## src/hdl/dma_macros.svh

```systemverilog
// widths, queue depths, register offsets and almost-full level
// for the packet DMA engine

`ifndef DMA_MACROS_SVH
`define DMA_MACROS_SVH

`define DMA_BEAT_W        134     // tag + invalid count + payload
`define DMA_DATA_W        128
`define DMA_WORD_W        32      // SRAM and peripheral word
`define DMA_LEN_W         16      // packet length in bytes

`define DMA_PKT_DEPTH     64      // packet buffer, in beats
`define DMA_DESC_DEPTH    4       // descriptor and completion queues
`define DMA_ALF_LEVEL     20      // alf when buffer holds more beats than this

// register byte offsets
`define DMA_REG_CTRL      8'h00
`define DMA_REG_DESC      8'h04
`define DMA_REG_CPL_ADDR  8'h08
`define DMA_REG_CPL_LEN   8'h0C
`define DMA_REG_STATUS    8'h10

`endif

```

## src/hdl/dma_if.sv

```systemverilog
// descriptor link, register decode to SRAM writer
// completion link, writer to completion queue to register decode

`timescale 1ns/1ps
`include "dma_macros.svh"


interface dma_cpl_if;
  // writer side
  logic                     cpl_push;
  logic [`DMA_WORD_W-1:0]   cpl_addr;
  logic [`DMA_LEN_W-1:0]    cpl_len;
  // queue head, seen by decode
  logic                     cpl_valid;
  logic [`DMA_WORD_W-1:0]   cpl_head_addr;
  logic [`DMA_LEN_W-1:0]    cpl_head_len;
  logic                     cpl_pop;

  modport writer (output cpl_push, cpl_addr, cpl_len);
  modport queue  (input  cpl_push, cpl_addr, cpl_len, cpl_pop,
                  output cpl_valid, cpl_head_addr, cpl_head_len);
  modport reader (input  cpl_valid, cpl_head_addr, cpl_head_len,
                  output cpl_pop);
endinterface

```

## src/hdl/dma_sync_fifo.sv

```systemverilog
// generic synchronous FIFO
// show-ahead head, empty and full flags, used-word count

`timescale 1ns/1ps

module dma_sync_fifo #(
   parameter int WIDTH = 32
  ,parameter int DEPTH = 4     // power of two
)(
   input  logic                     i_clk
  ,input  logic                     i_rst
  ,input  logic                     i_wr      // ignored when full
  ,input  logic [WIDTH-1:0]         i_din
  ,input  logic                     i_rd      // ignored when empty
  ,output logic [WIDTH-1:0]         o_dout    // head entry
  ,output logic                     o_empty
  ,output logic                     o_full
  ,output logic [$clog2(DEPTH):0]   o_used
);
  localparam int AW = $clog2(DEPTH);

  logic [WIDTH-1:0] mem [DEPTH];
  logic [AW-1:0]    wr_ptr;
  logic [AW-1:0]    rd_ptr;
  logic             do_wr;
  logic             do_rd;

  assign do_wr   = i_wr && !o_full;
  assign do_rd   = i_rd && !o_empty;
  assign o_empty = (o_used == '0);
  assign o_full  = (o_used == DEPTH);
  assign o_dout  = mem[rd_ptr];   // show-ahead

  always_ff @(posedge i_clk) begin
    if (i_rst) begin
      wr_ptr <= '0;
      rd_ptr <= '0;
      o_used <= '0;
    end else begin
      if (do_wr) wr_ptr <= wr_ptr + 1'b1;   // pointers wrap on their own
      if (do_rd) rd_ptr <= rd_ptr + 1'b1;
      case ({do_wr, do_rd})
        2'b10:   o_used <= o_used + 1'b1;
        2'b01:   o_used <= o_used - 1'b1;
        default: o_used <= o_used;          // none or both
      endcase
    end
  end

  // storage array
  always_ff @(posedge i_clk) begin
    if (do_wr) mem[wr_ptr] <= i_din;
  end

endmodule

```

## src/hdl/dma_completion.sv

```systemverilog
// completion queue for finished transfers
// interrupt while entries wait and int_en is set

`timescale 1ns/1ps
`include "dma_macros.svh"

module dma_completion (
   input  logic     i_clk
  ,input  logic     i_rst
  ,input  logic     i_int_en
  ,dma_cpl_if.queue cpl
  ,output logic     o_peri_int
);
  localparam int EW = `DMA_WORD_W + `DMA_LEN_W;   // {addr, len}

  logic          cpl_empty;
  logic [EW-1:0] head;

  dma_sync_fifo #(.WIDTH(EW), .DEPTH(`DMA_DESC_DEPTH)) cpl_q (
    .i_clk    (i_clk                        ),
    .i_rst    (i_rst                        ),
    .i_wr     (cpl.cpl_push                 ),
    .i_din    ({cpl.cpl_addr, cpl.cpl_len}  ),
    .i_rd     (cpl.cpl_pop                  ),
    .o_dout   (head                         ),
    .o_empty  (cpl_empty                    ),
    .o_full   (                             ),
    .o_used   (                             )
  );

  assign cpl.cpl_valid     = !cpl_empty;
  assign cpl.cpl_head_addr = head[EW-1 -: `DMA_WORD_W];
  assign cpl.cpl_head_len  = head[`DMA_LEN_W-1:0];

  // falls once software has drained the queue
  assign o_peri_int = !cpl_empty && i_int_en;

endmodule

```

## src/flat_wrapper.sv

```systemverilog
// flat-port wrapper written by rule: the top's interface ports become plain ports
module dma_completion_flat 
  (i_clk, i_rst, i_int_en, o_peri_int, cpl_cpl_push, cpl_cpl_addr, cpl_cpl_len, cpl_cpl_pop, cpl_cpl_valid, cpl_cpl_head_addr, cpl_cpl_head_len);
  dma_cpl_if cpl_i ();
  input  logic i_clk;
  input  logic i_rst;
  input  logic i_int_en;
  output logic o_peri_int;
  input wire logic [$bits(cpl_i.cpl_push)-1:0] cpl_cpl_push;
  input wire logic [$bits(cpl_i.cpl_addr)-1:0] cpl_cpl_addr;
  input wire logic [$bits(cpl_i.cpl_len)-1:0] cpl_cpl_len;
  input wire logic [$bits(cpl_i.cpl_pop)-1:0] cpl_cpl_pop;
  output wire logic [$bits(cpl_i.cpl_valid)-1:0] cpl_cpl_valid;
  output wire logic [$bits(cpl_i.cpl_head_addr)-1:0] cpl_cpl_head_addr;
  output wire logic [$bits(cpl_i.cpl_head_len)-1:0] cpl_cpl_head_len;
  assign cpl_i.cpl_push = cpl_cpl_push;
  assign cpl_i.cpl_addr = cpl_cpl_addr;
  assign cpl_i.cpl_len = cpl_cpl_len;
  assign cpl_i.cpl_pop = cpl_cpl_pop;
  assign cpl_cpl_valid = cpl_i.cpl_valid;
  assign cpl_cpl_head_addr = cpl_i.cpl_head_addr;
  assign cpl_cpl_head_len = cpl_i.cpl_head_len;
  dma_completion u_core (.i_clk(i_clk), .i_rst(i_rst), .i_int_en(i_int_en), .cpl(cpl_i), .o_peri_int(o_peri_int));
endmodule
```

## config.mk

```make
export PLATFORM = sky130hd
export DESIGN_NAME = dma_completion_flat
export DESIGN_NICKNAME = d
export VERILOG_FILES = /design/src/hdl/dma_if.sv /design/src/hdl/dma_sync_fifo.sv /design/src/hdl/dma_completion.sv /design/src/flat_wrapper.sv
export VERILOG_INCLUDE_DIRS = /design/src /design/src/hdl
export SDC_FILE = /design/constraint.sdc
export NUM_CORES = 1
export LEC_CHECK = 0
export BUFFER_PORTS_ARGS = -buffer_cell sky130_fd_sc_hd__buf_2
export CAP_MARGIN = 30
export CORE_ASPECT_RATIO = 1.1
export CORE_UTILIZATION = 40
export CTS_CLUSTER_DIAMETER = 150
export DETAILED_ROUTE_END_ITERATION = 8
export GPL_TIMING_DRIVEN = 0
export PLACE_DENSITY = 0.64
export RECOVER_POWER = 25
export SLEW_MARGIN = 20
export SYNTH_ARGS = -nofsm -noshare
export SYNTH_HDL_FRONTEND = slang
export SYNTH_HIERARCHICAL = 1
export SYNTH_SLANG_ARGS = --single-unit
```

## constraint.sdc

```tcl
create_clock -name i_clk -period 2.6 [get_ports i_clk]
set_input_delay 0.39 -clock i_clk [delete_from_list [all_inputs] [get_ports i_clk]]
set_output_delay 0.39 -clock i_clk [all_outputs]
set_load 0.05 [all_outputs]
```

==> out/metrics.csv <==
stage,metric,value,unit
run_status,status,completed,
setup_path,Worst R2R End,u_core/cpl_q/o_used[2],
setup_path,reg2reg start,u_core/cpl_q/o_used[2],
setup_path,Critical Path Source Type,register,
sta,headroom to the max-slew limit,52.2,%
logic_synthesis,"area leader, netlist",edfxtp_1,
sta,Tcrit/Tclk final,93.7,%
setup_path,cell depth of the worst flop-to-flop path,9,
route,drt first pass iters,4,
sta,Tmin final,2.44,ns
power_and_ir_drop,peak supply drop,0.570,mV
sta,"Slew Viols, Final",0,
route,# DRC,0,
logic_synthesis,cells after synthesis,306,
setup_path,Register-to-Register Setup Slack,0.29,ns
power_and_ir_drop,PD cells,1100,nW/µm²
clock_network,TritonCTS Buffers,20,
logic_synthesis,Synth cell types,24,
grt,vias in the first global route,3711,
clock_network,CTS clock-pin slew for the worst setup and hold paths,0.06,ns
finish,area of the multi-input gates,1350,µm²
setup_path,Crit path required time,2.21,ns
finish,fin util,49.6,%
clock_network,Root Buffer,clkbuf_16,
setup_path,CP max-delay cell,mux4_2,
hold_path,worst hold path class,in -> reg,
grt,first-pass GRT wire length,20600,µm
setup_path,worst path arrival time,2.05,ns
logic_synthesis,async set or reset register ratio after synthesis,0,%
die,Placeable Area,17900,µm²
die,chip height,145,µm
sta,worst hold slack,0.129,ns
setup_path,Critical Path Fanout Max,10,
logic_synthesis,Syn Area/Cell,24.2,µm²
setup_path,CP Cell Sequence,buf_2 -> buf_2 -> mux4_2 -> buf_2,
logic_synthesis,"top cells by area, synth","edfxtp_1 (78%), mux4_2 (15%), dfxtp_1 (2.4%), ha_1 (0.85%), inv_1 (0.46%)",
flow_run,# Max-Cap Violations,0,
die,Top Ports,103,
setup_path,crit path to,cpl_cpl_head_addr[9],
route,detailed router's first-iteration violation count,176,
logic_synthesis,top-count cell post-synth,edfxtp_1,
clock_network,CTS tree,done,
sta,worst slew pin tran,0.717,ns
setup_path,Setup CP Type,reg -> out,
clock_network,clk sinks,201,
power_and_ir_drop,"Power, Total",9740,µW
setup_path,crit path capture type,output port,
sta,Final Setup Violations,0,
grt,gr ovfl total,0,
route,post-route ant nets,0,
die,Die ar.,19000,µm²
placement,pre-CTS WS,0.322,ns
sta,Final Hold Vio Count,0,
finish,ANT cells,0,
sta,RSZ-0062 raised after global routing,no,
logic_synthesis,Mapped Area,7400,µm²
logic_synthesis,register bit total from synthesis,201,
placement,dpl hpwl,8050,µm
placement,Port Buffer Count,101,
placement,GPL Wtd Cong,0.675,
clock_network,CTS H-tree lvls,1,
route,vias per cell,4.92,
clock_network,setup bufs post-CTS,0,
finish,Storage cell area,5950,µm²
logic_synthesis,Post-Syn Nets,365,
setup_path,CP most frequent cell,buf_2,
grt,antenna violations before repair,0,
die,initial core utilization,41.3,%
logic_synthesis,Ys Warns,6,
sta,Worst Clk Skew,0.0196,ns
logic_synthesis,sequential share of the synthesized area,80.4,%
die,die width,132,µm
route,Routed WL per cell,18.9,µm
logic_synthesis,Synth top cells by count,"edfxtp_1 (192), mux4_2 (48), dfxtp_1 (9), inv_1 (9), nor2_1 (6)",
clock_network,hold_buf cts,0,
sta,Highest Clock Rate,0.411,GHz
sta,fin worst setup slack,0.164,ns
clock_network,PostCTS Resize Cnt,0,
finish,Fill cells,1487,
route,vias post-DR,3362,
finish,share of layout cells above drive strength 1,36.3,%
finish,fin nets,492,
finish,Layout Area Growth over Synthesis,20.1,%
setup_path,Slowest Stage Delay on Critical Path,0.36,ns
grt,largest net degree at the start of global routing,26,
logic_synthesis,prevailing post-synth register cell,edfxtp_1,
logic_synthesis,top-area cell type share of the netlist area,77.9,%
clock_network,clock buffer depth,3,
die,row count,51,
logic_synthesis,Post-synth EDFFs,192,
route,final WL,12900,µm
clock_network,latest clock arrival within the worst-skew pair,0.49,ns
grt,gr usage total,14.4,%
power_and_ir_drop,static leakage,0.00294,µW
-- sequential cells by signal, indices dropped and copies added, names as in the netlist, named ones only --
name,flops
u_core/cpl_q/o_used,3
u_core/cpl_q/mem,192
u_core/cpl_q/rd_ptr,2
u_core/cpl_q/wr_ptr,2
-- per-stage QoR --
stage / instance area, µm² / cells / setup TNS (ns)
4_1_cts: 8930 / 684 / 0
6_report: 8890 / 684 / 0
3_3_place_gp: 8200 / 645 / -153.38
5_1_grt: 8890 / 684 / 0
2_1_floorplan: 7400 / 306 / 0
3_5_place_dp: 8290 / 649 / 0
-- where the power goes --
| group | internal (µW) | switching (µW) | leakage, µW | total, µW |
|---|---|---|---|---|
| Combinational | 972 | 2070 | 0.000795 | 3040 |
| Clock | 1620 | 1120 | 0.000307 | 2750 |
| Sequential | 3870 | 82.6 | 0.00184 | 3950 |
-- critical path: cells and delay by family (launching register included) --
kind     cells  cell delay [ns]
mux          1             0.36
buf+inv      3             0.86
flops        1             0.34
-- per-layer routing --
| metal | vias up | part of all wire [%] | global-route usage [%] |
|---|---|---|---|
| met4 | 0 | 1.5 | 3.79 |
| met5 | - | 0 | 0 |
| met3 | 20 | 6.0 | 3.82 |
| met2 | 88 | 51 | 24.8 |
| li1 | 1532 | - | - |
| met1 | 1722 | 42 | 18.0 |
-- layout make-up --
cell class                 count  share of cell area (%)
tap                          238                    3.35
sequential                   201                    66.9
multi-input combinational     85                    15.2
buffer                        11                   0.845
clock buffer                  25                    5.84
inverter                       9                   0.380
timing repair buffer         105                    6.15
clock inverter                10                    1.30
-- cell families (layout without fill, tap and decap cells) --
group / after synthesis / in the layout / share of synthesized area (%)
DFF: 201 / 201 / 80.4
muxes: 49 / 49 / 14.7
buffers and inverters: 20 / 160 / 1.47
and+or+nand+nor: 19 / 19 / 1.37
AOI/OAI and AO/OA: 8 / 8 / 0.575
adders and majority gates: 6 / 6 / 1.12
xor gates and xnor gates: 3 / 3 / 0.355
-- layout by cell type (no fill, tap or decap), types with 2 or more instances in the layout --
master / instances
clkinv_1: 2
buf_2: 73
or3_1: 3
inv_1: 9
and2_4: 4
clkbuf_16: 20
bufinv_16: 2
mux4_2: 48
a21oi_1: 4
o21ai_0: 3
buf_4: 2
edfxtp_1: 192
buf_12: 4
nand2b_1: 2
nor2_1: 6
buf_6: 3
dfxtp_1: 9
clkbuf_1: 38
xor2_1: 3
clkinv_2: 3
ha_1: 5
-- how the worst min path moves through the flow --
stage / start / to / slack [ns] / depth (start not counted)
after global placement: u_core/cpl_q/rd_ptr[1] / u_core/cpl_q/rd_ptr[1] / 0.47 / 2
after floorplan: u_core/cpl_q/rd_ptr[1] / register / 0.46 / 2
after detailed placement: u_core/cpl_q/rd_ptr[1] / register / 0.49 / 2
final: cpl_cpl_addr[9] / u_core/cpl_q/mem[0][25] / 0.13 / 1
after global routing: cpl_cpl_addr[3] / u_core/cpl_q/mem[1][19] / 0.12 / 1
after CTS: cpl_cpl_len[3] / u_core/cpl_q/mem[3][3] / 0.08 / 1
Note: power is estimated with default switching activity, not from simulation.
