### config.mk
export PLATFORM = sky130hd
export DESIGN_NAME = dma_sram_writer_flat
export DESIGN_NICKNAME = d
export VERILOG_FILES = /design/src/hdl/dma_pkg.sv /design/src/hdl/dma_if.sv /design/src/hdl/dma_sram_writer.sv /design/src/flat_wrapper.sv
export VERILOG_INCLUDE_DIRS = /design/src /design/src/hdl
export SDC_FILE = /design/constraint.sdc
export NUM_CORES = 1
export LEC_CHECK = 0
export ABC_AREA = 1
export BUFFER_PORTS_ARGS = -buffer_cell sky130_fd_sc_hd__buf_2
export CAP_MARGIN = 20
export CORE_UTILIZATION = 45
export CTS_CLUSTER_DIAMETER = 80
export DETAILED_ROUTE_END_ITERATION = 8
export PLACE_DENSITY = 0.79
export SYNTH_ARGS = -nofsm -noshare
export SYNTH_HDL_FRONTEND = slang
export SYNTH_SLANG_ARGS = --single-unit
### constraint.sdc
create_clock -name i_clk -period 2.6 [get_ports i_clk]
set_input_delay 0.39 -clock i_clk [delete_from_list [all_inputs] [get_ports i_clk]]
set_output_delay 0.39 -clock i_clk [all_outputs]
set_load 0.05 [all_outputs]
### src/hdl/dma_macros.svh
// widths, queue depths, register offsets and almost-full level
// for the packet DMA engine

`ifndef DMA_MACROS_SVH
`define DMA_MACROS_SVH

`define DMA_BEAT_W        134     // tag + invalid count + payload
`define DMA_DATA_W        128
`define DMA_WORD_W        32      // SRAM and peripheral word
`define DMA_LEN_W         16      // packet length in bytes

`define DMA_PKT_DEPTH     64      // packet buffer, in beats
`define DMA_DESC_DEPTH    4       // descriptor and completion queues
`define DMA_ALF_LEVEL     20      // alf when buffer holds more beats than this

// register byte offsets
`define DMA_REG_CTRL      8'h00
`define DMA_REG_DESC      8'h04
`define DMA_REG_CPL_ADDR  8'h08
`define DMA_REG_CPL_LEN   8'h0C
`define DMA_REG_STATUS    8'h10

`endif

### src/hdl/dma_pkg.sv
// shared types of the packet DMA engine
// beat tag, beat layout, control register and peripheral write word

`include "dma_macros.svh"

package dma_pkg;

  // position of a beat inside its packet
  typedef enum logic [1:0] {
    TAG_MID    = 2'b00,
    TAG_HEAD   = 2'b01,
    TAG_TAIL   = 2'b10,
    TAG_SINGLE = 2'b11   // head and tail at once
  } beat_tag_e;

  // one ingress beat, data leaves msw first
  typedef struct packed {
    beat_tag_e                tag;
    logic [3:0]               inval;   // invalid bytes, tail only
    logic [`DMA_DATA_W-1:0]   data;
  } pkt_beat_t;

  typedef struct packed {
    logic [29:0]  rsvd;
    logic         int_en;     // irq on pending completions
    logic         start_en;   // accept packets
  } ctrl_reg_t;

  // write word, control bits for CTRL, buffer address for DESC
  typedef union packed {
    ctrl_reg_t                ctrl;
    logic [`DMA_WORD_W-1:0]   addr;
  } csr_wword_u;

endpackage

### src/hdl/dma_if.sv
// descriptor link, register decode to SRAM writer
// completion link, writer to completion queue to register decode

`timescale 1ns/1ps
`include "dma_macros.svh"

interface dma_desc_if;
  logic                     desc_valid;   // queue not empty
  logic [`DMA_WORD_W-1:0]   desc_addr;    // head buffer address
  logic                     desc_pop;     // one-cycle strobe

  modport source (output desc_valid, desc_addr, input desc_pop);
  modport sink   (input desc_valid, desc_addr, output desc_pop);
endinterface

interface dma_cpl_if;
  // writer side
  logic                     cpl_push;
  logic [`DMA_WORD_W-1:0]   cpl_addr;
  logic [`DMA_LEN_W-1:0]    cpl_len;
  // queue head, seen by decode
  logic                     cpl_valid;
  logic [`DMA_WORD_W-1:0]   cpl_head_addr;
  logic [`DMA_LEN_W-1:0]    cpl_head_len;
  logic                     cpl_pop;

  modport writer (output cpl_push, cpl_addr, cpl_len);
  modport queue  (input  cpl_push, cpl_addr, cpl_len, cpl_pop,
                  output cpl_valid, cpl_head_addr, cpl_head_len);
  modport reader (input  cpl_valid, cpl_head_addr, cpl_head_len,
                  output cpl_pop);
endinterface

### src/hdl/dma_sram_writer.sv
// SRAM write engine
// pairs a packet length with a descriptor, streams 32-bit words
// under grant back-pressure, then reports completion

`timescale 1ns/1ps
`include "dma_macros.svh"

module dma_sram_writer import dma_pkg::*; (
   input  logic                   i_clk
  ,input  logic                   i_rst
  ,input  pkt_beat_t              i_beat        // buffer head, show-ahead
  ,input  logic                   i_len_valid
  ,input  logic [`DMA_LEN_W-1:0]  i_len
  ,output logic                   o_beat_pop
  ,output logic                   o_len_pop
  ,dma_desc_if.sink               desc
  ,dma_cpl_if.writer              cpl
  ,output logic                   o_dma_wren
  ,output logic [`DMA_WORD_W-1:0] o_dma_addr
  ,output logic [`DMA_WORD_W-1:0] o_dma_wdata
  ,input  logic                   i_dma_gnt
);
  typedef enum logic [1:0] {
    ST_IDLE,
    ST_WORD,    // holding a word until grant
    ST_DONE     // completion push
  } wr_state_e;

  wr_state_e              state;
  logic                   start;
  logic                   xfer;         // word accepted this cycle
  logic                   last_word;
  logic [`DMA_LEN_W:0]    len_rnd;      // length + 3, no overflow
  logic [`DMA_LEN_W-2:0]  words_left;
  logic [1:0]             word_idx;     // word within current beat
  logic [`DMA_WORD_W-1:0] start_addr;
  logic [`DMA_LEN_W-1:0]  len_q;

  assign start     = (state == ST_IDLE) && i_len_valid && desc.desc_valid;
  assign xfer      = (state == ST_WORD) && i_dma_gnt;
  assign last_word = (words_left == 1);
  assign len_rnd   = {1'b0, i_len} + (`DMA_LEN_W+1)'(3);

  assign o_len_pop     = start;
  assign desc.desc_pop = start;
  // beat done after its fourth word or the packet's last one
  assign o_beat_pop    = xfer && ((word_idx == 2'd3) || last_word);

  always_ff @(posedge i_clk) begin
    if (i_rst) begin
      state <= ST_IDLE;
    end else begin
      case (state)
        ST_IDLE: if (start) state <= ST_WORD;
        ST_WORD: if (xfer && last_word) state <= ST_DONE;
        default: state <= ST_IDLE;   // done lasts one cycle
      endcase
    end
  end

  // transfer bookkeeping
  always_ff @(posedge i_clk) begin
    if (start) begin
      start_addr <= desc.desc_addr;
      o_dma_addr <= desc.desc_addr;
      len_q      <= i_len;
      words_left <= len_rnd[`DMA_LEN_W:2];   // ceil(len / 4)
      word_idx   <= '0;
    end else if (xfer) begin
      o_dma_addr <= o_dma_addr + `DMA_WORD_W'(4);
      words_left <= words_left - 1'b1;
      word_idx   <= word_idx + 1'b1;         // wraps at the beat boundary
    end
  end

  assign o_dma_wren  = (state == ST_WORD);
  // msw first, head beat stays put until popped
  assign o_dma_wdata = i_beat.data[`DMA_DATA_W-1 - `DMA_WORD_W*word_idx -: `DMA_WORD_W];

  // one cycle after the last granted word
  assign cpl.cpl_push = (state == ST_DONE);
  assign cpl.cpl_addr = start_addr;
  assign cpl.cpl_len  = len_q;

endmodule

### src/flat_wrapper.sv
// flat-port wrapper written by rule: the top's interface ports become plain ports
module dma_sram_writer_flat import dma_pkg::*;
  (i_clk, i_rst, i_beat, i_len_valid, i_len, o_beat_pop, o_len_pop, o_dma_wren, o_dma_addr, o_dma_wdata, i_dma_gnt, desc_desc_valid, desc_desc_addr, desc_desc_pop, cpl_cpl_push, cpl_cpl_addr, cpl_cpl_len);
  dma_desc_if desc_i ();
  dma_cpl_if cpl_i ();
  input  logic i_clk;
  input  logic i_rst;
  input  pkt_beat_t i_beat;
  input  logic i_len_valid;
  input  logic [`DMA_LEN_W-1:0] i_len;
  output logic o_beat_pop;
  output logic o_len_pop;
  output logic o_dma_wren;
  output logic [`DMA_WORD_W-1:0] o_dma_addr;
  output logic [`DMA_WORD_W-1:0] o_dma_wdata;
  input  logic i_dma_gnt;
  input wire logic [$bits(desc_i.desc_valid)-1:0] desc_desc_valid;
  input wire logic [$bits(desc_i.desc_addr)-1:0] desc_desc_addr;
  output wire logic [$bits(desc_i.desc_pop)-1:0] desc_desc_pop;
  output wire logic [$bits(cpl_i.cpl_push)-1:0] cpl_cpl_push;
  output wire logic [$bits(cpl_i.cpl_addr)-1:0] cpl_cpl_addr;
  output wire logic [$bits(cpl_i.cpl_len)-1:0] cpl_cpl_len;
  assign desc_i.desc_valid = desc_desc_valid;
  assign desc_i.desc_addr = desc_desc_addr;
  assign desc_desc_pop = desc_i.desc_pop;
  assign cpl_cpl_push = cpl_i.cpl_push;
  assign cpl_cpl_addr = cpl_i.cpl_addr;
  assign cpl_cpl_len = cpl_i.cpl_len;
  dma_sram_writer u_core (.i_clk(i_clk), .i_rst(i_rst), .i_beat(i_beat), .i_len_valid(i_len_valid), .i_len(i_len), .o_beat_pop(o_beat_pop), .o_len_pop(o_len_pop), .desc(desc_i), .cpl(cpl_i), .o_dma_wren(o_dma_wren), .o_dma_addr(o_dma_addr), .o_dma_wdata(o_dma_wdata), .i_dma_gnt(i_dma_gnt));
endmodule
==> summary.md <==
| Metric | Value |
|---|---|
| H-Tree Depth | `3` |
| CP max stage delay | `0.43 ns` |
| Clk_skew | `0.0123 ns` |
| CTS root buf | `clkbuf_16` |
| Worst Hold End | `u_core.cpl.cpl_addr[24]$_DFFE_PP_` |
| Fillers | `1,150` |
| Vias | `6,420` |
| Post-synth EDFFs | `95` |
| Crit path kind | `reg2out` |
| Hold-fix buffers, CTS | `0` |
| HP Start | `desc_desc_addr[24]` |
| Total global-route track usage | `about a quarter` |
| R2R Setup Slk | `just under 0.8 ns` |
| Largest net degree at the start of global routing | `52` |
| Seq/Total Area, Yosys | `just under 50%` |
| Initial core utilization | `46.7%` |
| Multi-input logic area | `roughly 0.0027 mm²` |
| Max frequency | `0.399 GHz` |
| Most frequent cells in the layout | `buf_2, nand2_1, nor2_1, o21ai_0, edfxtp_1` |
| CTS tree | `yes` |
| Yosys reg bits | `just under 100` |
| Detailed Place HPWL | `15,100 µm` |
| Max Transition Viols Final | `0` |
| Syn avg cell area | `7.79 µm²` |
| Leakage | `around 3.7 nW` |
| HP Class | `in2reg` |
| Post-DR wirelength/cell | `15.3 µm` |
| Final period util | `96.4%` |
| R2R Path Start | `u_core.o_dma_addr[2]$_DFFE_PP_` |
| Cell family with most CP delay | `buffers and inverters` |
| Outcome | `completed` |
| Largest cells by area after synthesis | `edfxtp_1, nand2_1, nor2_1` |
| I/O pins | `304` |
| R2R depth | `7` |
| Post-Syn Nets | `957` |
| Worst path buffer plus inverter count | `3` |
| Mapped Area | `around 0.0060 mm²` |
| Clk_lat worst skew | `0.35 ns` |
| RSZ-0062 raised after global routing | `false` |
| Final min period | `2.51 ns` |
| Layout cell share with drive strength beyond 1 | `between 30% and 40%` |
| Core ar. | `0.0128 mm²` |
| CP max stage cell | `dfxtp_1` |
| Die X | `117 µm` |
| Mux contribution to synthesized area | `0%` |
| First-pass GRT wire length | `27,000 µm` |
| Relative slew margins | `69.2%` |
| Hold path cells | `1` |
| Drt first-iter violations | `~540` |
| Reg-to-reg endpoint | `u_core.o_dma_addr[16]$_DFFE_PP_` |
| Congestion Overflow GR | `0` |
| Die span in y | `117 µm` |
| Adder-cell area share of the yosys netlist | `0.838%` |
| PortBufs | `slightly below 300` |
| Nets | `1,247` |
| Compound-Gate Fraction of Synth Area | `11.9%` |
| Crit path cell chain | `inv_1, buf_4, o21ai_0, o22ai_1, buf_2` |
| Rows | `41` |
| Synth Warn # | `0` |
| Area leader, netlist | `edfxtp_1` |
| CTS Buffer Depth | `2` |
| Vias in the first global route | `5,420` |
| FF+latch area | `0.00293 mm²` |
| Top_reg_cell synth | `edfxtp_1` |
| First-pass DRT Iterations | `5` |
| Gp weighted congestion | `roughly 0.92` |
| Finish-stage setup viols | `0` |
| Number of gates resized after cts | `0` |
| TNS Setup | `0 ns` |
| Drt drc | `0` |
| Synth Area in Simple Gates | `between 20 and 30%` |
| Clock sinks | `99` |
| Top cell type's share of synthesized area | `47.8%` |
| Routed Antenna Nets | `0` |
| Drt via density | `5.19` |
| Power Dens Cells | `673 mW/mm²` |
| Actual slew at the worst max-slew pin | `around 0.46 ns` |
| WHS | `0.234 ns` |
| Worst Path Max Fanout | `24` |
| # Max-Cap Violations | `0` |
| Crit end category | `primary output` |
| Post-Synth XOR/XNOR Area | `3.37%` |
| Cells after Synth | `766` |
| Synth async-reset ratio | `0%` |
| Reg clk slew, reported paths | `0.07 ns` |
| CP Launch Type | `flip-flop` |
| Postcts setup bufs | `0` |
| Largest family of logic cells by synthesized area | `simple AND/OR/NAND/NOR gates` |
| Final WL | `18,900 µm` |
| Arr. time, crit path | `~2.1 ns` |
| Worst Path Required | `2.21 ns` |
| Library cells used by synthesis | `28` |
| Maximum VDD drop | `0.000536 V` |
| Clock buffer count from CTS | `9` |
| Area delta synth->final | `33.3%` |
| Total Die Area | `0.0137 mm²` |
| Final Hold Vio Count | `0` |
| Most common cell after layout, fill and taps aside | `buf_2` |
| Initial antenna violation count | `3` |
layout make-up:
type	instances	share of cell area, %
Antenna cell	3	0.0944
Clock buffer	9	2.83
Clock inverter	7	1.01
Inverter	62	2.94
Multi-Input combinational cell	575	33.4
Sequential cell	99	36.9
Tap cell	172	2.70
Timing Repair Buffer	309	20.2
state kept, by name (all words and copies together), names as in the netlist:
register	flops
u_core.words_left	15
u_core.state	2
u_core.word_idx	2
u_core.cpl.cpl_len	16
u_core.o_dma_addr	32
u_core.cpl.cpl_addr	32
power by group:
| part | switching [mW] | total (mW) | internal [mW] | leakage, nW |
|---|---|---|---|---|
| Sequential | 0.107 | 2.00 | 1.89 | 0.926 |
| Clock | 0.654 | 1.34 | 0.685 | 0.146 |
| Combinational | 1.51 | 2.01 | 0.504 | 2.64 |
| Total | 2.27 | 5.35 | 3.08 | 3.71 |
Yosys cell counts, types with 3 or more instances:
master,number
o22ai_1,32
buf_2,11
nor2_4,3
clkbuf_1,15
nand2_2,4
o21ai_0,95
edfxtp_1,95
nand2_1,206
xnor2_1,5
nor2_2,6
inv_1,60
dfxtp_1,4
nand3_1,38
a21oi_1,3
xor2_1,18
nor2_1,151
ha_1,4
nand3b_1,3
cells by family (layout without fill, tap and decap cells):
family | after synthesis | after routing
simple gates | 415 | 415
other cells | 0 | 3
flops | 99 | 99
compound gates | 133 | 133
buf+inv | 92 | 387
fa+ha+maj | 4 | 4
xor+xnor | 23 | 23
how the worst max path moves through the flow:
stage                                          from              end  slack (ns)  cells past startpoint
finish              u_core.word_idx[1]$_SDFFE_PP0P_  o_dma_wdata[16]        0.09                      5
global route        u_core.word_idx[1]$_SDFFE_PP0P_  o_dma_wdata[26]        0.05                      5
CTS                 u_core.word_idx[0]$_SDFFE_PP0P_  o_dma_wdata[16]        0.13                      4
detailed placement  u_core.word_idx[0]$_SDFFE_PP0P_  o_dma_wdata[16]        0.52                      4
global placement    u_core.word_idx[0]$_SDFFE_PP0P_  o_dma_wdata[16]        0.51                      4
floorplan              u_core.state[0]$_SDFFE_PP0P_        o_len_pop        0.25                      5
metal layers:
metal / routed length [µm] / global-route usage [%]
met1: 7230 / 31.6
met3: 1440 / 4.99
met2: 9440 / 46.2
met5: 0 / 0
met4: 833 / 12.7
metrics by stage:
stage	instance area [µm²]	setup WS (ns)	utilization (%)	cells	power, mW
after global routing	7950	0.0531	62.2	1234	5.59
after floorplan	5970	0.249	-	766	3.44
after detailed placement	7640	0.516	59.8	1217	4.02
after CTS	7950	0.130	62.2	1233	5.36
final	7960	0.0926	62.3	1236	5.35
after global placement	7640	0.513	59.8	1217	4.00
(Power assumes the default switching activity.)
