<file path="src/hdl/dma_macros.svh">
// widths, queue depths, register offsets and almost-full level
// for the packet DMA engine

`ifndef DMA_MACROS_SVH
`define DMA_MACROS_SVH

`define DMA_BEAT_W        134     // tag + invalid count + payload
`define DMA_DATA_W        128
`define DMA_WORD_W        32      // SRAM and peripheral word
`define DMA_LEN_W         16      // packet length in bytes

`define DMA_PKT_DEPTH     64      // packet buffer, in beats
`define DMA_DESC_DEPTH    4       // descriptor and completion queues
`define DMA_ALF_LEVEL     20      // alf when buffer holds more beats than this

// register byte offsets
`define DMA_REG_CTRL      8'h00
`define DMA_REG_DESC      8'h04
`define DMA_REG_CPL_ADDR  8'h08
`define DMA_REG_CPL_LEN   8'h0C
`define DMA_REG_STATUS    8'h10

`endif

</file>
<file path="src/hdl/dma_pkg.sv">
// shared types of the packet DMA engine
// beat tag, beat layout, control register and peripheral write word

`include "dma_macros.svh"

package dma_pkg;

  // position of a beat inside its packet
  typedef enum logic [1:0] {
    TAG_MID    = 2'b00,
    TAG_HEAD   = 2'b01,
    TAG_TAIL   = 2'b10,
    TAG_SINGLE = 2'b11   // head and tail at once
  } beat_tag_e;

  // one ingress beat, data leaves msw first
  typedef struct packed {
    beat_tag_e                tag;
    logic [3:0]               inval;   // invalid bytes, tail only
    logic [`DMA_DATA_W-1:0]   data;
  } pkt_beat_t;

  typedef struct packed {
    logic [29:0]  rsvd;
    logic         int_en;     // irq on pending completions
    logic         start_en;   // accept packets
  } ctrl_reg_t;

  // write word, control bits for CTRL, buffer address for DESC
  typedef union packed {
    ctrl_reg_t                ctrl;
    logic [`DMA_WORD_W-1:0]   addr;
  } csr_wword_u;

endpackage

</file>
<file path="src/hdl/dma_if.sv">
// descriptor link, register decode to SRAM writer
// completion link, writer to completion queue to register decode

`timescale 1ns/1ps
`include "dma_macros.svh"

interface dma_desc_if;
  logic                     desc_valid;   // queue not empty
  logic [`DMA_WORD_W-1:0]   desc_addr;    // head buffer address
  logic                     desc_pop;     // one-cycle strobe

  modport source (output desc_valid, desc_addr, input desc_pop);
  modport sink   (input desc_valid, desc_addr, output desc_pop);
endinterface

interface dma_cpl_if;
  // writer side
  logic                     cpl_push;
  logic [`DMA_WORD_W-1:0]   cpl_addr;
  logic [`DMA_LEN_W-1:0]    cpl_len;
  // queue head, seen by decode
  logic                     cpl_valid;
  logic [`DMA_WORD_W-1:0]   cpl_head_addr;
  logic [`DMA_LEN_W-1:0]    cpl_head_len;
  logic                     cpl_pop;

  modport writer (output cpl_push, cpl_addr, cpl_len);
  modport queue  (input  cpl_push, cpl_addr, cpl_len, cpl_pop,
                  output cpl_valid, cpl_head_addr, cpl_head_len);
  modport reader (input  cpl_valid, cpl_head_addr, cpl_head_len,
                  output cpl_pop);
endinterface

</file>
<file path="src/hdl/dma_sync_fifo.sv">
// generic synchronous FIFO
// show-ahead head, empty and full flags, used-word count

`timescale 1ns/1ps

module dma_sync_fifo #(
   parameter int WIDTH = 32
  ,parameter int DEPTH = 4     // power of two
)(
   input  logic                     i_clk
  ,input  logic                     i_rst
  ,input  logic                     i_wr      // ignored when full
  ,input  logic [WIDTH-1:0]         i_din
  ,input  logic                     i_rd      // ignored when empty
  ,output logic [WIDTH-1:0]         o_dout    // head entry
  ,output logic                     o_empty
  ,output logic                     o_full
  ,output logic [$clog2(DEPTH):0]   o_used
);
  localparam int AW = $clog2(DEPTH);

  logic [WIDTH-1:0] mem [DEPTH];
  logic [AW-1:0]    wr_ptr;
  logic [AW-1:0]    rd_ptr;
  logic             do_wr;
  logic             do_rd;

  assign do_wr   = i_wr && !o_full;
  assign do_rd   = i_rd && !o_empty;
  assign o_empty = (o_used == '0);
  assign o_full  = (o_used == DEPTH);
  assign o_dout  = mem[rd_ptr];   // show-ahead

  always_ff @(posedge i_clk) begin
    if (i_rst) begin
      wr_ptr <= '0;
      rd_ptr <= '0;
      o_used <= '0;
    end else begin
      if (do_wr) wr_ptr <= wr_ptr + 1'b1;   // pointers wrap on their own
      if (do_rd) rd_ptr <= rd_ptr + 1'b1;
      case ({do_wr, do_rd})
        2'b10:   o_used <= o_used + 1'b1;
        2'b01:   o_used <= o_used - 1'b1;
        default: o_used <= o_used;          // none or both
      endcase
    end
  end

  // storage array
  always_ff @(posedge i_clk) begin
    if (do_wr) mem[wr_ptr] <= i_din;
  end

endmodule

</file>
<file path="src/hdl/dma_csr_decode.sv">
// peripheral register decode
// control register, descriptor queue, completion read-out, read mux

`timescale 1ns/1ps
`include "dma_macros.svh"

module dma_csr_decode import dma_pkg::*; (
   input  logic                   i_clk
  ,input  logic                   i_rst
  ,input  logic                   i_peri_rden
  ,input  logic                   i_peri_wren
  ,input  logic [`DMA_WORD_W-1:0] i_peri_addr
  ,input  csr_wword_u             i_peri_wdata
  ,output logic [`DMA_WORD_W-1:0] o_peri_rdata
  ,output logic                   o_peri_ready
  ,output logic                   o_start_en
  ,output logic                   o_int_en
  ,dma_desc_if.source             desc
  ,dma_cpl_if.reader              cpl
  ,input  logic                   i_pkt_empty
);
  localparam int DUW = $clog2(`DMA_DESC_DEPTH) + 1;

  ctrl_reg_t              ctrl_q;
  logic [7:0]             reg_off;
  logic                   desc_wr;
  logic                   desc_empty;
  logic                   desc_full;
  logic [DUW-1:0]         desc_used;
  logic [`DMA_WORD_W-1:0] rd_mux;

  assign reg_off = i_peri_addr[7:0];   // upper bits ignored

  // full queue drops the write
  assign desc_wr     = i_peri_wren && (reg_off == `DMA_REG_DESC) && !desc_full;
  // reading CPL_ADDR consumes the entry
  assign cpl.cpl_pop = i_peri_rden && (reg_off == `DMA_REG_CPL_ADDR) && cpl.cpl_valid;

  dma_sync_fifo #(.WIDTH(`DMA_WORD_W), .DEPTH(`DMA_DESC_DEPTH)) desc_q (
    .i_clk    (i_clk              ),
    .i_rst    (i_rst              ),
    .i_wr     (desc_wr            ),
    .i_din    (i_peri_wdata.addr  ),   // address view
    .i_rd     (desc.desc_pop      ),
    .o_dout   (desc.desc_addr     ),
    .o_empty  (desc_empty         ),
    .o_full   (desc_full          ),
    .o_used   (desc_used          )
  );
  assign desc.desc_valid = !desc_empty;

  always_comb begin
    rd_mux = '0;
    case (reg_off)
      `DMA_REG_CTRL:     rd_mux = ctrl_q;
      `DMA_REG_DESC:     rd_mux = `DMA_WORD_W'(desc_used);   // pending descriptors
      `DMA_REG_CPL_ADDR: rd_mux = cpl.cpl_valid ? cpl.cpl_head_addr : '0;
      `DMA_REG_CPL_LEN:  rd_mux = cpl.cpl_valid ? `DMA_WORD_W'(cpl.cpl_head_len) : '0;
      `DMA_REG_STATUS:   rd_mux = {29'b0, i_pkt_empty, cpl.cpl_valid, desc_full};
      default:           rd_mux = '0;
    endcase
  end

  always_ff @(posedge i_clk) begin
    if (i_rst) begin
      ctrl_q       <= '0;
      o_peri_ready <= 1'b0;
      o_peri_rdata <= '0;
    end else begin
      o_peri_ready <= i_peri_rden || i_peri_wren;   // one cycle later
      o_peri_rdata <= i_peri_rden ? rd_mux : '0;    // zero outside ready
      if (i_peri_wren && (reg_off == `DMA_REG_CTRL)) begin
        // control view, reserved bits kept clear
        ctrl_q.start_en <= i_peri_wdata.ctrl.start_en;
        ctrl_q.int_en   <= i_peri_wdata.ctrl.int_en;
      end
    end
  end

  assign o_start_en = ctrl_q.start_en;
  assign o_int_en   = ctrl_q.int_en;

endmodule

</file>
<file path="src/flat_wrapper.sv">
// flat-port wrapper written by rule: the top's interface ports become plain ports
module dma_csr_decode_flat import dma_pkg::*;
  (i_clk, i_rst, i_peri_rden, i_peri_wren, i_peri_addr, i_peri_wdata, o_peri_rdata, o_peri_ready, o_start_en, o_int_en, i_pkt_empty, desc_desc_valid, desc_desc_addr, desc_desc_pop, cpl_cpl_valid, cpl_cpl_head_addr, cpl_cpl_head_len, cpl_cpl_pop);
  dma_desc_if desc_i ();
  dma_cpl_if cpl_i ();
  input  logic i_clk;
  input  logic i_rst;
  input  logic i_peri_rden;
  input  logic i_peri_wren;
  input  logic [`DMA_WORD_W-1:0] i_peri_addr;
  input  csr_wword_u i_peri_wdata;
  output logic [`DMA_WORD_W-1:0] o_peri_rdata;
  output logic o_peri_ready;
  output logic o_start_en;
  output logic o_int_en;
  input  logic i_pkt_empty;
  output wire logic [$bits(desc_i.desc_valid)-1:0] desc_desc_valid;
  output wire logic [$bits(desc_i.desc_addr)-1:0] desc_desc_addr;
  input wire logic [$bits(desc_i.desc_pop)-1:0] desc_desc_pop;
  input wire logic [$bits(cpl_i.cpl_valid)-1:0] cpl_cpl_valid;
  input wire logic [$bits(cpl_i.cpl_head_addr)-1:0] cpl_cpl_head_addr;
  input wire logic [$bits(cpl_i.cpl_head_len)-1:0] cpl_cpl_head_len;
  output wire logic [$bits(cpl_i.cpl_pop)-1:0] cpl_cpl_pop;
  assign desc_desc_valid = desc_i.desc_valid;
  assign desc_desc_addr = desc_i.desc_addr;
  assign desc_i.desc_pop = desc_desc_pop;
  assign cpl_i.cpl_valid = cpl_cpl_valid;
  assign cpl_i.cpl_head_addr = cpl_cpl_head_addr;
  assign cpl_i.cpl_head_len = cpl_cpl_head_len;
  assign cpl_cpl_pop = cpl_i.cpl_pop;
  dma_csr_decode u_core (.i_clk(i_clk), .i_rst(i_rst), .i_peri_rden(i_peri_rden), .i_peri_wren(i_peri_wren), .i_peri_addr(i_peri_addr), .i_peri_wdata(i_peri_wdata), .o_peri_rdata(o_peri_rdata), .o_peri_ready(o_peri_ready), .o_start_en(o_start_en), .o_int_en(o_int_en), .desc(desc_i), .cpl(cpl_i), .i_pkt_empty(i_pkt_empty));
endmodule
</file>
<file path="config.mk">
export PLATFORM = sky130hd
export DESIGN_NAME = dma_csr_decode_flat
export DESIGN_NICKNAME = d
export VERILOG_FILES = /design/src/hdl/dma_pkg.sv /design/src/hdl/dma_if.sv /design/src/hdl/dma_sync_fifo.sv /design/src/hdl/dma_csr_decode.sv /design/src/flat_wrapper.sv
export VERILOG_INCLUDE_DIRS = /design/src /design/src/hdl
export SDC_FILE = /design/constraint.sdc
export NUM_CORES = 1
export LEC_CHECK = 0
export BUFFER_PORTS_ARGS = -buffer_cell sky130_fd_sc_hd__buf_2
export CAP_MARGIN = 20
export CELL_PAD_IN_SITES_DETAIL_PLACEMENT = 0
export CELL_PAD_IN_SITES_GLOBAL_PLACEMENT = 1
export CORE_MARGIN = 5
export CORE_UTILIZATION = 33
export CTS_BUF_LIST = sky130_fd_sc_hd__clkbuf_4 sky130_fd_sc_hd__clkbuf_8
export CTS_CLUSTER_SIZE = 8
export DETAILED_ROUTE_END_ITERATION = 6
export PLACE_DENSITY = 0.64
export REMOVE_ABC_BUFFERS = 1
export SYNTH_ARGS = -nofsm -noshare
export SYNTH_HDL_FRONTEND = slang
export SYNTH_SLANG_ARGS = --single-unit
</file>
<file path="constraint.sdc">
create_clock -name i_clk -period 5.3 [get_ports i_clk]
set_input_delay 0.265 -clock i_clk [delete_from_list [all_inputs] [get_ports i_clk]]
set_output_delay 0.265 -clock i_clk [all_outputs]
set_load 0.02 [all_outputs]
</file>
==> run_results.csv <==
group,metric,value,unit
hold_path,worstHoldEndpoint,"u_core.o_peri_rdata[18]$_SDFF_PP0_",
setup_path,reg2reg_depth,9,
power,power.share.clock,35.3,%
sta,rsz0062_at_grt,"no",
yosys,syn_area,0.00638,mm^2
finish,antenna_cells,0,
drt,drtIter0Drc,124,
cts,clockRootBuffer,"clkbuf_8",
setup_path,crit_fanout,7,
setup_path,rr_endpoint,"u_core.desc_q.o_used[2]$_SDFFE_PP0P_",
sta,hold_viol_final,0,
drt,vias_per_cell,4.49,
power,p_switching,0.000484,W
setup_path,crit_slowest_cell,"dfxtp_1",
finish,final_core_util,42.0,%
cts,cts_resized,0,
yosys,netlist_instances,338,
sta,slew_headroom,36.8,%
setup_path,timing.rr.start,"u_core.desc_q.o_used[2]$_SDFFE_PP0P_",
setup_path,cp_top_family,"simple AND/OR/NAND/NOR gates",
setup_path,path_buf_inv,2,
yosys,synth_area_leaders,"edfxtp_1, dfxtp_1, mux4_2",
cts,cts_tree,"built",
power,peakVddDrop,0.133,mV
global_route,grtUsageTotal,12.9,%
placed_design,dp_hpwl,9.01,mm
setup_path,start_kind,"flop",
global_route,grt.overflow.total,0,
sta,tightestPinTransition,948,ps
global_route,grt_start_max_net_pins,33,
hold_path,hold_path_depth,2,
die,io_pins,188,
cts,cts_buffer_depth,2,
power,p_total,0.00236,W
yosys,avgSynthCellArea,18.9,um^2
sta,layout_min_cycle_time,2580,ps
finish,layout-drive-gt1-share,45.3,%
die,die_area,0.0222,mm^2
power,leakagePower,2.95,nW
die,die_w,149,um
drt,wl_per_cell,17.5,um
setup_path,crit_chain,"or3b_1 -> and4_1 -> clkinv_4 -> ha_1 -> inv_1 -> fa_1 -> xor2_1 -> or3_2 -> a21oi_1",
yosys,synth-async-reset-ratio,0,%
yosys,ys_ff_latch,172,
die,start_util,33.8,%
yosys,yosysWarnings,0,
sta,fin_skew,16.7,ps
setup_path,crit_type,"flop to flop",
global_route,antenna_found_initial,0,
die,coreArea,0.0189,mm^2
setup_path,critPathRequiredTime,5660,ps
outcome,status,"complete, no violations",
yosys,synth-main-ff-cell,"edfxtp_1",
global_route,grt_pass1_wl,21.8,mm
yosys,synth_top_area_share,60.2,%
finish,layout_common_cells,"buf_2, edfxtp_1, dfxtp_1, mux4_2, nor2_1",
drt,drc,0,
die,die_h,149,um
cts,clkSinkCount,172,
sta,report.final.setup_viol,0,
cts,clk_latency,430,ps
yosys,yosysTopAreaCell,"edfxtp_1",
sta,final_max_slew_viol_count,0,
yosys,ys_types,42,
sta,max_freq,387,MHz
setup_path,r2r_setup_slack,2720,ps
sta,period_share,48.7,%
drt,routed_wl,13.8,mm
power,swShare,20.5,%
power,intPower,0.00188,W
power,combPwrFrac,3.5,%
hold_path,holdCritStartpoint,"cpl_cpl_head_addr[18]",
setup_path,cpPeakStageDelay,430,ps
finish,final_common_cell,"buf_2",
power,pwr-share-seq,61.2,%
finish,fin_nets,644,
drt,dr_total_vias,3558,
power,p_per_area,298,mW/mm^2
cts,cts_buffers,17,
yosys,synth_edf_count,128,
setup_path,critical_path_arrival,2940,ps
sta,setup_tns,0,ps
finish,syn_to_final_growth,24.3,%
cts,clk_transition_reported_paths,80,ps
cts,htreeDepth,4,
placed_design,place.gp.congestion,0.767,
flow_run,cap_violations,0,
setup_path,cp.depth,9,
drt,dr.pass1.iters,4,
drt,antenna_left,0,
hold_path,min_path_type,"input port to flop",
die,num_rows,50,
placed_design,portBuffers,163,
global_route,grt_pass1_vias,4062,
setup_path,critPathCaptureType,"flop",
yosys,synth_seq_area_share,74.1,%
## cells by family after synthesis
family	after synthesis	share of synthesized area, %
fa+ha+maj	6	1.29
mux	50	14.1
buf+inv	20	1.73
simple gates	73	6.63
xor+xnor	5	0.687
compound gates	12	1.49
flops	172	74.1
## per-stage QoR
step	worst slack [ps]	instance area, um^2	hold WS, ps	cells
2_1_floorplan	2860	6300	327	324
3_3_place_gp	2560	7450	464	748
3_5_place_dp	2530	7450	467	748
4_1_cts	2700	7930	2.21	792
5_1_grt	2530	7930	3.20	792
6_report	2720	7930	42.2	792
## how the worst max path moves through the flow
stage                                         startpoint                              endpoint  slack (ps)
global placement                          i_peri_addr[2]     u_core.desc_q.mem[2][3]$_DFFE_PP_        2560
global route        u_core.desc_q.o_used[2]$_SDFFE_PP0P_  u_core.desc_q.o_used[2]$_SDFFE_PP0P_        2530
finish              u_core.desc_q.o_used[2]$_SDFFE_PP0P_  u_core.desc_q.o_used[2]$_SDFFE_PP0P_        2720
detailed placement                        i_peri_addr[2]    u_core.desc_q.mem[2][15]$_DFFE_PP_        2530
floorplan                                           flop                     desc_desc_addr[0]        2860
CTS                 u_core.desc_q.o_used[2]$_SDFFE_PP0P_  u_core.desc_q.o_used[2]$_SDFFE_PP0P_        2700
## registers in the layout, indices dropped and copies added, names as in the netlist, named ones only
register	cells
u_core.desc_q.o_used	3
u_core.desc_q.rd_ptr	2
u_core.o_start_en	1
u_core.o_peri_ready	1
u_core.desc_q.mem	128
u_core.o_int_en	1
u_core.o_peri_rdata	32
u_core.desc_q.wr_ptr	2
## synthesized netlist by cell type, drive strengths merged, types with 3 or more instances
| library cell | count |
|---|---|
| clkbuf | 3 |
| nor2 | 30 |
| dfxtp | 44 |
| buf | 11 |
| nand3 | 4 |
| nand2 | 5 |
| mux2i | 18 |
| mux4 | 32 |
| a21oi | 3 |
| xor2 | 3 |
| inv | 5 |
| nor2b | 3 |
| edfxtp | 128 |
| and2 | 20 |
| ha | 5 |
## repair_timing
item	CTS	global route
endpoints found under the setup margin	0	0
hold buffers	12	0
buffers inserted	0	0
endpoints found under the hold margin	12	0
## area by class of cell
cell class,count,area [um^2]
fill,1786,11000
sequential,172,4730
multi-input combinational,146,1550
timing repair buffer,176,943
tap,260,325
clock buffer,21,264
clock inverter,11,95.1
inverter,6,27.5
## power by group through the flow
stage                     Sequential, W  Combinational (W)  Clock [W]
final                           0.00144          0.0000825   0.000834
after global routing            0.00144          0.0000916   0.000928
after CTS                       0.00144          0.0000831   0.000872
after detailed placement        0.00147          0.0000762          0
after global placement          0.00147          0.0000726          0
after floorplan                 0.00148          0.0000180          0
## routing by layer
layer  wire length, um  track usage (%)  share of wire [%]
met5                 0                0                  0
met4               102             3.16               0.74
met3              1410             6.26                 10
met2              6930             22.1                 50
met1              5400             14.5                 39
(Power assumes the default switching activity.)
